--- src/logic/fetch_pkg.sv ---
package fetch_pkg;

    localparam int XLEN           = 32;
    localparam int LINE_W         = 256;
    localparam int BEAT_W         = 64;
    localparam int BEATS_PER_LINE = 4;
    localparam int WORDS_PER_LINE = 8;
    localparam int OFFSET_W       = 5;
    localparam int ORDER_W        = 32;

    // one queue slot, order is the fetch sequence number
    typedef struct packed {
        logic [ORDER_W-1:0] order;
        logic [XLEN-1:0]    pc;
        logic [XLEN-1:0]    inst;
    } fetch_entry_t;

    // line_addr has the offset bits cleared
    typedef struct packed {
        logic            valid;
        logic [XLEN-1:0] line_addr;
    } fill_req_t;

    typedef struct packed {
        logic              valid;
        logic [XLEN-1:0]   line_addr;
        logic [LINE_W-1:0] data;
    } line_fill_t;

    typedef struct packed {
        logic            valid;
        logic [XLEN-1:0] pc;
    } redirect_t;

    typedef enum logic {
        FETCH_RUN,
        FETCH_MISS
    } fetch_state_e;

    typedef enum logic [1:0] {
        FILL_IDLE,
        FILL_ADDR,
        FILL_BEATS
    } fill_state_e;

endpackage

--- src/logic/fetch_ctrl.sv ---
`timescale 1ns/1ps

module fetch_ctrl #(
    parameter logic [fetch_pkg::XLEN-1:0] RESET_PC = 32'haaaaa000
) (
    input  logic                          clk,
    input  logic                          rst,
    input  fetch_pkg::redirect_t          redirect_i,
    input  logic                          hit_i,
    input  logic [fetch_pkg::XLEN-1:0]    inst_i,
    input  logic                          busy_i,
    input  logic                          full_i,
    output logic [fetch_pkg::XLEN-1:0]    pc_o,
    output fetch_pkg::fill_req_t          fill_req_o,
    output logic                          enq_o,
    output fetch_pkg::fetch_entry_t       enq_entry_o,
    output logic                          flush_o
);
    fetch_pkg::fetch_state_e            state_q;
    logic [fetch_pkg::XLEN-1:0]         pc_q;
    logic [fetch_pkg::ORDER_W-1:0]      order_q;
    logic                               req_valid_q;
    logic [fetch_pkg::XLEN-1:0]         line_addr;

    assign line_addr = {pc_q[fetch_pkg::XLEN-1:fetch_pkg::OFFSET_W],
                        {fetch_pkg::OFFSET_W{1'b0}}};

    assign pc_o        = pc_q;
    assign flush_o     = redirect_i.valid;
    assign fill_req_o  = '{valid: req_valid_q, line_addr: line_addr};
    assign enq_entry_o = '{order: order_q, pc: pc_q, inst: inst_i};

    // a redirect cycle never enqueues
    assign enq_o = (state_q == fetch_pkg::FETCH_RUN) && hit_i && !full_i
                   && !redirect_i.valid;

    always_ff @(posedge clk) begin
        if (rst) begin
            state_q     <= fetch_pkg::FETCH_RUN;
            pc_q        <= RESET_PC;
            order_q     <= '0;
            req_valid_q <= 1'b0;
        end else begin
            req_valid_q <= 1'b0;
            if (enq_o) begin
                order_q <= order_q + 1'b1;
            end
            if (redirect_i.valid) begin
                pc_q <= redirect_i.pc;
            end else begin
                case (state_q)
                    fetch_pkg::FETCH_RUN: begin
                        if (enq_o) begin
                            pc_q <= pc_q + 32'd4;
                        end else if (!hit_i && !busy_i) begin
                            req_valid_q <= 1'b1;
                            state_q     <= fetch_pkg::FETCH_MISS;
                        end
                    end
                    fetch_pkg::FETCH_MISS: begin
                        // busy is still low in the cycle the request goes out
                        if (!busy_i && !req_valid_q) begin
                            state_q <= fetch_pkg::FETCH_RUN;
                        end
                    end
                    default: state_q <= fetch_pkg::FETCH_RUN;
                endcase
            end
        end
    end

    pc_aligned: assert property (@(posedge clk) disable iff (rst)
        pc_q[1:0] == 2'b00)
        else $error("fetch_ctrl: pc not word aligned");

    no_req_while_busy: assert property (@(posedge clk) disable iff (rst)
        fill_req_o.valid |-> !busy_i)
        else $error("fetch_ctrl: fill request while line fill busy");

endmodule

--- src/logic/fetch_top.sv ---
`timescale 1ns/1ps

module fetch_top #(
    parameter logic [fetch_pkg::XLEN-1:0] RESET_PC    = 32'haaaaa000,
    parameter int                         QUEUE_DEPTH = 8
) (
    input  logic                          clk,
    input  logic                          rst,
    input  fetch_pkg::redirect_t          redirect_i,
    input  logic                          deq_i,
    output fetch_pkg::fetch_entry_t       entry_o,
    output logic                          empty_o,
    output logic [fetch_pkg::XLEN-1:0]    mem_addr_o,
    output logic                          mem_read_o,
    input  logic                          mem_ready_i,
    input  logic [fetch_pkg::BEAT_W-1:0]  mem_rdata_i,
    input  logic                          mem_rvalid_i
);
    logic [fetch_pkg::XLEN-1:0]    pc;
    logic                          hit;
    logic [fetch_pkg::XLEN-1:0]    inst;
    logic                          busy;
    logic                          full;
    logic                          enq;
    logic                          flush;
    fetch_pkg::fill_req_t          fill_req;
    fetch_pkg::line_fill_t         line;
    fetch_pkg::fetch_entry_t       enq_entry;

    fetch_ctrl #(.RESET_PC(RESET_PC)) u_ctrl (
        .clk(clk), .rst(rst), .redirect_i(redirect_i),
        .hit_i(hit), .inst_i(inst), .busy_i(busy), .full_i(full),
        .pc_o(pc), .fill_req_o(fill_req), .enq_o(enq),
        .enq_entry_o(enq_entry), .flush_o(flush)
    );

    line_buffer u_line_buffer (
        .clk(clk), .rst(rst), .pc_i(pc), .line_i(line),
        .hit_o(hit), .inst_o(inst)
    );

    line_fill u_line_fill (
        .clk(clk), .rst(rst), .req_i(fill_req), .busy_o(busy), .line_o(line),
        .mem_addr_o(mem_addr_o), .mem_read_o(mem_read_o), .mem_ready_i(mem_ready_i),
        .mem_rdata_i(mem_rdata_i), .mem_rvalid_i(mem_rvalid_i)
    );

    inst_queue #(.QUEUE_DEPTH(QUEUE_DEPTH)) u_queue (
        .clk(clk), .rst(rst), .flush_i(flush), .enq_i(enq), .data_i(enq_entry),
        .full_o(full), .deq_i(deq_i), .data_o(entry_o), .empty_o(empty_o)
    );

endmodule

--- src/logic/inst_queue.sv ---
`timescale 1ns/1ps

module inst_queue #(
    parameter int QUEUE_DEPTH = 8
) (
    input  logic                      clk,
    input  logic                      rst,
    input  logic                      flush_i,
    input  logic                      enq_i,
    input  fetch_pkg::fetch_entry_t   data_i,
    output logic                      full_o,
    input  logic                      deq_i,
    output fetch_pkg::fetch_entry_t   data_o,
    output logic                      empty_o
);
    localparam int PTR_W = $clog2(QUEUE_DEPTH);
    localparam int CNT_W = $clog2(QUEUE_DEPTH + 1);

    fetch_pkg::fetch_entry_t   mem_q [QUEUE_DEPTH];
    logic [PTR_W-1:0]          wr_ptr_q;
    logic [PTR_W-1:0]          rd_ptr_q;
    logic [CNT_W-1:0]          count_q;
    logic                      do_enq;
    logic                      do_deq;

    function automatic logic [PTR_W-1:0] ptr_inc(input logic [PTR_W-1:0] ptr);
        if (ptr == PTR_W'(QUEUE_DEPTH - 1)) begin
            return '0;
        end
        return ptr + 1'b1;
    endfunction

    assign full_o  = (count_q == CNT_W'(QUEUE_DEPTH));
    assign empty_o = (count_q == '0);
    assign do_enq  = enq_i && !full_o;
    assign do_deq  = deq_i && !empty_o;
    assign data_o  = mem_q[rd_ptr_q];

    always_ff @(posedge clk) begin
        if (rst || flush_i) begin
            wr_ptr_q <= '0;
            rd_ptr_q <= '0;
            count_q  <= '0;
        end else begin
            if (do_enq) wr_ptr_q <= ptr_inc(wr_ptr_q);
            if (do_deq) rd_ptr_q <= ptr_inc(rd_ptr_q);
            count_q <= count_q + CNT_W'(do_enq) - CNT_W'(do_deq);
        end
    end

    always_ff @(posedge clk) begin
        if (do_enq) begin
            mem_q[wr_ptr_q] <= data_i;
        end
    end

    // the producer must hold off on its own when the queue fills
    no_enq_when_full: assert property (@(posedge clk) disable iff (rst)
        enq_i |-> !full_o)
        else $error("inst_queue: enqueue while full");

endmodule

--- src/logic/line_buffer.sv ---
`timescale 1ns/1ps

module line_buffer (
    input  logic                          clk,
    input  logic                          rst,
    input  logic [fetch_pkg::XLEN-1:0]    pc_i,
    input  fetch_pkg::line_fill_t         line_i,
    output logic                          hit_o,
    output logic [fetch_pkg::XLEN-1:0]    inst_o
);
    localparam int TAG_W      = fetch_pkg::XLEN - fetch_pkg::OFFSET_W;
    localparam int WORD_SEL_W = $clog2(fetch_pkg::WORDS_PER_LINE);

    logic                            valid_q;
    logic [TAG_W-1:0]                tag_q;
    logic [fetch_pkg::LINE_W-1:0]    data_q;
    logic [WORD_SEL_W-1:0]           word_sel;

    always_ff @(posedge clk) begin
        if (rst) begin
            valid_q <= 1'b0;
        end else if (line_i.valid) begin
            valid_q <= 1'b1;
        end
    end

    always_ff @(posedge clk) begin
        if (line_i.valid) begin
            tag_q  <= line_i.line_addr[fetch_pkg::XLEN-1:fetch_pkg::OFFSET_W];
            data_q <= line_i.data;
        end
    end

    // word index sits just above the byte bits
    assign word_sel = pc_i[2 +: WORD_SEL_W];
    assign hit_o    = valid_q && (pc_i[fetch_pkg::XLEN-1:fetch_pkg::OFFSET_W] == tag_q);
    assign inst_o   = data_q[word_sel*fetch_pkg::XLEN +: fetch_pkg::XLEN];

endmodule

--- src/logic/line_fill.sv ---
`timescale 1ns/1ps

module line_fill (
    input  logic                              clk,
    input  logic                              rst,
    input  fetch_pkg::fill_req_t              req_i,
    output logic                              busy_o,
    output fetch_pkg::line_fill_t             line_o,
    output logic [fetch_pkg::XLEN-1:0]        mem_addr_o,
    output logic                              mem_read_o,
    input  logic                              mem_ready_i,
    input  logic [fetch_pkg::BEAT_W-1:0]      mem_rdata_i,
    input  logic                              mem_rvalid_i
);
    localparam int BEAT_IDX_W = $clog2(fetch_pkg::BEATS_PER_LINE);

    fetch_pkg::fill_state_e          state_q;
    logic [fetch_pkg::XLEN-1:0]      addr_q;
    logic [fetch_pkg::LINE_W-1:0]    data_q;
    logic [BEAT_IDX_W-1:0]           beat_q;
    logic                            done_q;

    assign busy_o     = (state_q != fetch_pkg::FILL_IDLE);
    assign mem_read_o = (state_q == fetch_pkg::FILL_ADDR);
    assign mem_addr_o = addr_q;
    assign line_o     = '{valid: done_q, line_addr: addr_q, data: data_q};

    always_ff @(posedge clk) begin
        if (rst) begin
            state_q <= fetch_pkg::FILL_IDLE;
            beat_q  <= '0;
            done_q  <= 1'b0;
        end else begin
            done_q <= 1'b0;
            case (state_q)
                fetch_pkg::FILL_IDLE: begin
                    if (req_i.valid) begin
                        beat_q  <= '0;
                        state_q <= fetch_pkg::FILL_ADDR;
                    end
                end
                fetch_pkg::FILL_ADDR: begin
                    if (mem_ready_i) begin
                        state_q <= fetch_pkg::FILL_BEATS;
                    end
                end
                fetch_pkg::FILL_BEATS: begin
                    if (mem_rvalid_i) begin
                        beat_q <= beat_q + 1'b1;
                        if (beat_q == BEAT_IDX_W'(fetch_pkg::BEATS_PER_LINE - 1)) begin
                            done_q  <= 1'b1;
                            state_q <= fetch_pkg::FILL_IDLE;
                        end
                    end
                end
                default: state_q <= fetch_pkg::FILL_IDLE;
            endcase
        end
    end

    // beat 0 lands in the low bits
    always_ff @(posedge clk) begin
        if (state_q == fetch_pkg::FILL_IDLE && req_i.valid) begin
            addr_q <= req_i.line_addr;
        end
        if (state_q == fetch_pkg::FILL_BEATS && mem_rvalid_i) begin
            data_q[beat_q*fetch_pkg::BEAT_W +: fetch_pkg::BEAT_W] <= mem_rdata_i;
        end
    end

    rvalid_in_beats: assert property (@(posedge clk) disable iff (rst)
        mem_rvalid_i |-> state_q == fetch_pkg::FILL_BEATS)
        else $error("line_fill: rvalid outside of a burst");

endmodule

--- config.mk ---
export PLATFORM = sky130hd
export DESIGN_NAME = fetch_top
export DESIGN_NICKNAME = d
export VERILOG_FILES = /design/src/logic/fetch_pkg.sv /design/src/logic/fetch_ctrl.sv /design/src/logic/fetch_top.sv /design/src/logic/inst_queue.sv /design/src/logic/line_buffer.sv /design/src/logic/line_fill.sv
export SDC_FILE = /design/constraint.sdc
export NUM_CORES = 1
export LEC_CHECK = 0
export ABC_CLOCK_PERIOD_IN_PS = 24400
export CORE_UTILIZATION = 55
export CTS_CLUSTER_SIZE = 28
export DETAILED_ROUTE_END_ITERATION = 6
export DONT_BUFFER_PORTS = 1
export PLACE_DENSITY = 0.7
export SYNTH_ARGS = -nofsm -noshare
export SYNTH_HDL_FRONTEND = slang
export SYNTH_HIERARCHICAL = 1
export SYNTH_SLANG_ARGS = --single-unit
export TNS_END_PERCENT = 50
--- constraint.sdc ---
create_clock -name clk -period 24.4 [get_ports clk]
set_input_delay 3.66 -clock clk [delete_from_list [all_inputs] [get_ports clk]]
set_output_delay 3.66 -clock clk [all_outputs]
set_load 0.1 [all_outputs]
==> results of run 1 <==
per-layer routing:
metal,global-route usage [%],up-vias,part of all wire [%]
li1,-,10800,-
met1,26.5,12700,39
met2,36.2,757,51
met3,5.73,207,7.4
met4,7.48,6,2.8
met5,0,-,0.037
through the flow:
stage          total power, uW  util (%)  setup slack, ns
2_1_floorplan             3050         -            10.13
6_report                  5100      60.3            16.96
3_5_place_dp              3080      55.9            17.40
3_3_place_gp              3080      55.9            17.61
4_1_cts                   5140      60.3            16.79
5_1_grt                   5250      60.3            16.66
cell type report:
type                            instances  area (sq um)
Sequential cell                      1424         41900
Fill cell                            6940         39700
Multi-Input combinational cell       1085         12000
Clock buffer                          184          3850
Tap cell                             1298          1620
Clock inverter                         76           603
Timing Repair Buffer                   42           340
Inverter                               18          67.6
Antenna cell                            2          5.00
registers in the layout (all words and copies together), names as in the netlist, 4 cells and up, named ones only:
name,count
u_line_buffer/tag_q,27
u_ctrl/order_q,32
u_queue/count_q,4
u_queue/mem_q,768
u_line_buffer/data_q,256
u_ctrl/pc_o,32
u_line_fill/mem_addr_o,32
u_line_fill/data_q,256
worst reg2reg max path, stage by stage, from the launching register on:
cell and delay, ns:
sky130_fd_sc_hd__dfxtp_1 0.68, sky130_fd_sc_hd__xnor2_1 0.19, sky130_fd_sc_hd__nand4_1 0.20, sky130_fd_sc_hd__or4_1 0.56
sky130_fd_sc_hd__nor4_1 0.25, sky130_fd_sc_hd__buf_4 0.22, sky130_fd_sc_hd__nor4b_4 0.20, sky130_fd_sc_hd__buf_4 0.25
sky130_fd_sc_hd__nand2_1 0.27, sky130_fd_sc_hd__nor3_2 1.02, sky130_fd_sc_hd__buf_4 0.97
power by group through the flow:
stage	sequential, uW	clock (uW)	combinational [uW]
floorplan	2730	0	316
global placement	2770	0	312
detailed placement	2770	0	316
CTS	2720	2110	317
global route	2720	2210	326
finish	2720	2070	315
layout by cell type, fill, tap and decap left out, types with 34 or more instances in the layout:
master                      count
sky130_fd_sc_hd__mux2_2       128
sky130_fd_sc_hd__xnor2_1       50
sky130_fd_sc_hd__nand2_1       50
sky130_fd_sc_hd__clkbuf_1      34
sky130_fd_sc_hd__edfxtp_1    1339
sky130_fd_sc_hd__and2_1       205
sky130_fd_sc_hd__dfxtp_1       78
sky130_fd_sc_hd__and2_2        48
sky130_fd_sc_hd__buf_4         40
sky130_fd_sc_hd__mux4_2       216
sky130_fd_sc_hd__clkbuf_16    147
sky130_fd_sc_hd__nor2_1        60
sky130_fd_sc_hd__mux4_1        40
final timing paths:
kind,from,slack [ns],endpoint
worst max-delay path,flop,16.96,entry_o[28]
worst min-delay path,u_line_fill/data_q[119],0.41,u_line_buffer/data_q[119]
worst max register to register,u_ctrl/pc_o[9],19.14,u_queue/mem_q[2][27]
worst min register to register,u_line_fill/data_q[119],0.41,u_line_buffer/data_q[119]
==> results summary, run 1 <==
The run finished with clean final reports. CTS built an H-tree with a depth of 4. IR analysis of the VDD net gives a maximum drop of 57.9 uV.

The worst setup path is launched from a flop. The via count came out at 24400. The hold violation total from the final report came to 0. The ratio of routed vias to standard cells came out at 5.91.

The maximum cell stage delay along the critical path came out at slightly above 0.9 ns. The timing-limited maximum frequency came out at 134 MHz. With fillers left out, the area of the finished cells amounts to 60400 sq um. The detailed-routing iteration count for the pre-antenna-repair pass is 5. Input and output buffers added on the ports amount to 0. The first-pass GRT wire length came out at ~160 mm. The worst-margin pin slew is approximately 1.2 ns.

The number of placed I/O pins came out at 232. The number of placed cells counting well taps is 3867. The number of cells on the worst reg-to-reg path is 10. After legalization and detailed placement, the total HPWL measured 60.3 mm. Setup repair after global routing left no endpoint under its margin. The starting utilization of the core area came out at 55.5%.

The final RePlAce weighted congestion is about 0.76. The die area is approximately 100000 sq um. In the final timing run, aggregate negative setup slack is 0 ns.

The total buffers and inverters traversed by the critical path came out at 1. Walking the worst path, the cells encountered are buf_4 -> mux4_2 -> mux2_2. In this run the vertical extent of the chip is around 320 um.

The number of pins exceeding their max-slew limit in the final report is 0. The netlist area before placement came out at ~56000 sq um. The final worst clock skew is 0.0277 ns.

Clock latency on the worst-skew pair, taken at its later pin, is around 0.76 ns. The period utilization is between 30% and 40%. The number of antenna violations at the first check in global routing came out at 5. After clock tree synthesis, the repair step resized 0 gates. The data arrival time of the worst path is between 3 and 4 ns.

The overall track demand over capacity in global routing came out at 21.3%. Among cell families on the critical path, the largest total delay comes from multiplexers. The post-route antenna net violation count came out at 0. In this run, flip-flops and latches consume about 53% of the power.

The maximum clock path buffer count came out at 3. The leftover overflow at the end of global routing is 0. The cell at the root of the clock tree is sky130_fd_sc_hd__clkbuf_16.

The count of final setup violators is 0. The final standard cell count with taps included and fillers excluded came out at 4129. The via count of the first global-routing pass came out at ~26000. The clock group share of total power is approximately two fifths. The maximum fanout encountered on the critical timing path came out at 48. The max-cap check violation count is 0. The share of final-layout standard cells stronger than drive strength 1 came out at 23.5%. The horizontal extent of the die came out at 320 um. The final net count is between 2000 and 3000. The hold slack is approximately 0.41 ns. TritonCTS built the clock tree. The path class of the lowest-slack min-delay path is flop to flop.

The count of hold buffers inserted by post-cts repair is 0. The clock slew at the register clock pins of the worst setup and hold paths came out at ~0.060 ns. The cell-internal power came out at ~4000 uW. In this run the standard cell core region covers 100000 sq um. The type of the worst setup path is flop to output port.

The net switching fraction of the power came out at between 20% and 30%. In the final routed layout, each cell accounts on average for ~26 um. The cell depth of the worst hold path is 0. The post-detailed-routing wire length came out at between 100 and 150 mm. The number of buffers created by CTS is approximately 140. The critical path runs through a total of 3 cells. The instance area at placement is between 50000 and 60000 sq um.

The critical path's slowest cell is sky130_fd_sc_hd__dfxtp_4. For the worst setup path, the data required time is 20.74 ns. The final critical delay including setup and external delays is between 7 and 8 ns. The static power due to leakage came out at about 0.02 uW. The reported net switching power is about 1200 uW. The number of clock sinks seen by CTS is 1424.

The total of warnings raised by yosys came out at 6. The largest net degree at the start of global routing is ~160. Synthesis produced ~2800 cells.

The area growth from synthesis to layout is 8.80%. The site row count is approximately 120. For this run, design rule violations remaining after detail routing come to 0.

The relative slew slack is 19.7%. The first routing iteration left 1916 violations. In this run the mean area of a mapped cell was approximately 20 sq um.

The share of total power in combinational logic is a little over 6%. The post-CTS setup repair buffer count is 0. The power density over cell area is around 84 nW/um^2.

STA classifies the critical path endpoint as an output port.
(Power assumes the default switching activity.)
==> run 2, diff against run 1 <==
--- a/config.mk
+++ b/config.mk
@@ -5,12 +5,13 @@
 export SDC_FILE = /design/constraint.sdc
 export NUM_CORES = 1
 export LEC_CHECK = 0
-export ABC_CLOCK_PERIOD_IN_PS = 24400
+export ABC_AREA = 1
+export ABC_CLOCK_PERIOD_IN_PS = 6080
 export CORE_UTILIZATION = 55
 export CTS_CLUSTER_SIZE = 28
 export DETAILED_ROUTE_END_ITERATION = 6
 export DONT_BUFFER_PORTS = 1
-export PLACE_DENSITY = 0.7
+export PLACE_DENSITY = 0.73
 export SYNTH_ARGS = -nofsm -noshare
 export SYNTH_HDL_FRONTEND = slang
 export SYNTH_HIERARCHICAL = 1
==> constraint.sdc (replaced) <==
create_clock -name clk -period 6.08 [get_ports clk]
set_input_delay 0.912 -clock clk [delete_from_list [all_inputs] [get_ports clk]]
set_output_delay 0.912 -clock clk [all_outputs]
set_load 0.1 [all_outputs]
==> results summary, run 2 <==
The hold slack came out at ~0.23 ns. The period utilization came out at between 80% and 90%. The post-route setup TNS came out at 0 ns. Registers take 41900 sq um. The post-synthesis instance total is 5989. The power density over cell area came out at roughly 340 nW/um^2. Entering global routing, the biggest net connects around 220 pins. The final worst clock skew came out at around 0.038 ns. The path class of the lowest-slack min-delay path is primary input to flop. The post-CTS setup repair buffer count came out at 0. The hold violation total from the final report is 0. In the layout the commonest cells are sky130_fd_sc_hd__nand2_1, sky130_fd_sc_hd__edfxtp_1, sky130_fd_sc_hd__inv_1.

The footprint of the multi-input gates is roughly 14000 sq um. Setup repair after global routing left no endpoint under its margin. Counting the fill cells in the layout gives 8728.

The flip-flop count of the largest register, all copies and words added is ~770. The worst-margin pin slew is between 1 and 1.5 ns. The maximum cell stage delay along the critical path came out at between 0.8 and 0.9 ns. The relative slew slack is 17.9%.

The maximum fanout encountered on the critical timing path is 217. The max-cap check violation count came out at 0. The quantity of I/O buffers inserted on ports is 0. The netlist area before placement is a little over 60000 sq um. Once the floorplan was initialized, standard cells occupied between 50% and 60% of the core. The number of pins exceeding their max-slew limit in the final report came out at 0. The total of warnings raised by yosys is 6.

The share of final-layout standard cells stronger than drive strength 1 came out at about 5.6%. The static power due to leakage came out at about 0.027 uW. The DRC violation total after the first TritonRoute iteration is ~3100.

The final core utilization is between 50 and 60%. The post-detailed-routing wire length came out at 138 mm. The critical path's slowest cell is sky130_fd_sc_hd__clkinv_8.

The count of final setup violators came out at 0. Global routing finished with a remaining overflow of 0. The via count came out at 38900. CTS placed an instance of sky130_fd_sc_hd__clkbuf_16 at the clock tree root. The die span in y is ~340 um.

The endpoint identified for the worst register-to-register timing path is u_queue/mem_q[6][93]. Leaving out fill and tap cells, the most frequent cell in the layout is sky130_fd_sc_hd__nand2_1. The detailed-routing iteration count for the pre-antenna-repair pass came out at 7. TritonCTS created between 100 and 150 clock buffers. The data arrival time of the worst path is ~4.5 ns. The die covers 114000 sq um. The ratio of routed vias to standard cells is ~5.3. The beginning of the worst register-to-register path is u_ctrl/pc_o[10].

By instance count, the cell type seen most on the critical path is sky130_fd_sc_hd__nand2_1. The area growth from synthesis to layout came out at 7.49%. The residual DRC count is 2. The final reports fail on DRC. The final standard cell count with taps included and fillers excluded is between 7000 and 8000.

The placeable core region came out at 111000 sq um. Broken down by cell family, the worst path's largest delay share belongs to buffers and inverters. The via count of the first global-routing pass came out at about 38000. The number of hold buffers added after CTS was 0.

The number of placed I/O pins came out at between 200 and 250. More flip-flops sit in one register than any other, and that register is u_queue/mem_q. The worst setup path is captured at an output port.

The horizontal extent of the die is 337 um. For the worst flop-to-flop path, the logic depth is 11. The mean cell area of the mapped netlist is ~10 sq um.

For this run, the total global-route usage over all layers was measured as approximately 24%. The HPWL after detailed placement came out at between 70 and 80 mm. The clock tree from TritonCTS is yes. The average wire per cell in the routed design came out at 18.6 um. The final RePlAce weighted congestion is between 0.8 and 0.9.

The level count of the clock H-tree is 4. The largest registers in the layout are u_queue/mem_q x768, u_line_buffer/data_q x256, u_line_fill/data_q x256. The end point of the most critical hold path is u_ctrl/pc_o[22]. The final critical delay including setup and external delays is ~5.4 ns. After the last flow step, the layout net total stands at 5924.

Counting instances, the worst hold path has a depth of 1. After floorplanning, the core was divided into between 100 and 150 placement rows. The signal on the critical path passes through clkinv_8 -> buf_12 -> nand2_1 -> nand3_1 -> nand2_1 -> nand2_1 -> nand2_1. Static timing analysis puts the maximum clock frequency at 184 MHz. The maximum VDD drop is between 200 and 300 uV.

In this run the most critical hold path is launched from rst. The worst-skew pair later-pin latency is around 0.76 ns. The worst path required time came out at 5.17 ns. The number of clock sinks seen by CTS came out at ~1400. The clock passes through at most 3 buffers. The number of placed cells counting well taps came out at just over 7000. The flow ran to the end, but the final reports show violations. The clock slew at the register clock pins of the worst setup and hold paths is about 0.06 ns. The worst setup path is of the flop to output port kind. The first-pass GRT wire length is approximately 210 mm.

The number of buffers and inverters on the critical path is 2. The reg2reg setup slack is around 1.8 ns. The count of cells resized by post-cts repair came out at 0. The number of antenna violations at the first check in global routing came out at 2. STA classifies the critical path startpoint as a flop.

The post-route antenna net violation count came out at 0.
-- run 2: per-stage QoR --
stage	power (uW)	setup slack, ns	area (sq um)
2_1_floorplan	14000	-0.357	61800
3_3_place_gp	14400	1.66	61700
3_5_place_dp	14400	1.64	61700
4_1_cts	23000	0.801	66400
5_1_grt	23600	0.536	66400
6_report	22900	0.648	66400
-- run 2: layout make-up --
cell class	count	area share [%]
clock buffer	191	5.96
tap	1488	2.80
clock inverter	70	1.09
sequential	1424	63.2
inverter	1009	5.75
antenna	4	0.0151
timing repair buffer	46	0.690
multi-input combinational	3178	20.5
-- run 2: layer usage --
layer	wire length, um	GRT usage [%]
met5	0	0
met4	4270	9.28
met3	11600	5.21
met2	66900	40.8
met1	55300	31.0
-- run 2: worst reg2reg max path, delay by kind of cell (launching register included) --
family	cells	cell delay, ns
flip-flops	1	0.83
buffers and inverters	1	0.84
AND/OR/NAND/NOR	10	2.11
-- run 2: where the power goes --
part / leakage [uW] / switching, uW / internal, uW
Combinational: 0.0115 / 2870 / 438
Sequential: 0.0134 / 205 / 10700
Clock: 0.00227 / 3680 / 4960
-- run 2: worst max path at each step --
stage                                from                  end  slack (ns)  depth (start not counted)
after floorplan           u_ctrl/pc_o[15]  u_queue/mem_q[0][0]       -0.36                         16
after global placement               flop          entry_o[38]        1.66                          7
after detailed placement             flop          entry_o[64]        1.64                          7
after CTS                            flop          entry_o[38]        0.80                          7
after global routing                 flop          entry_o[71]        0.54                          7
final                                flop          entry_o[71]        0.65                          7
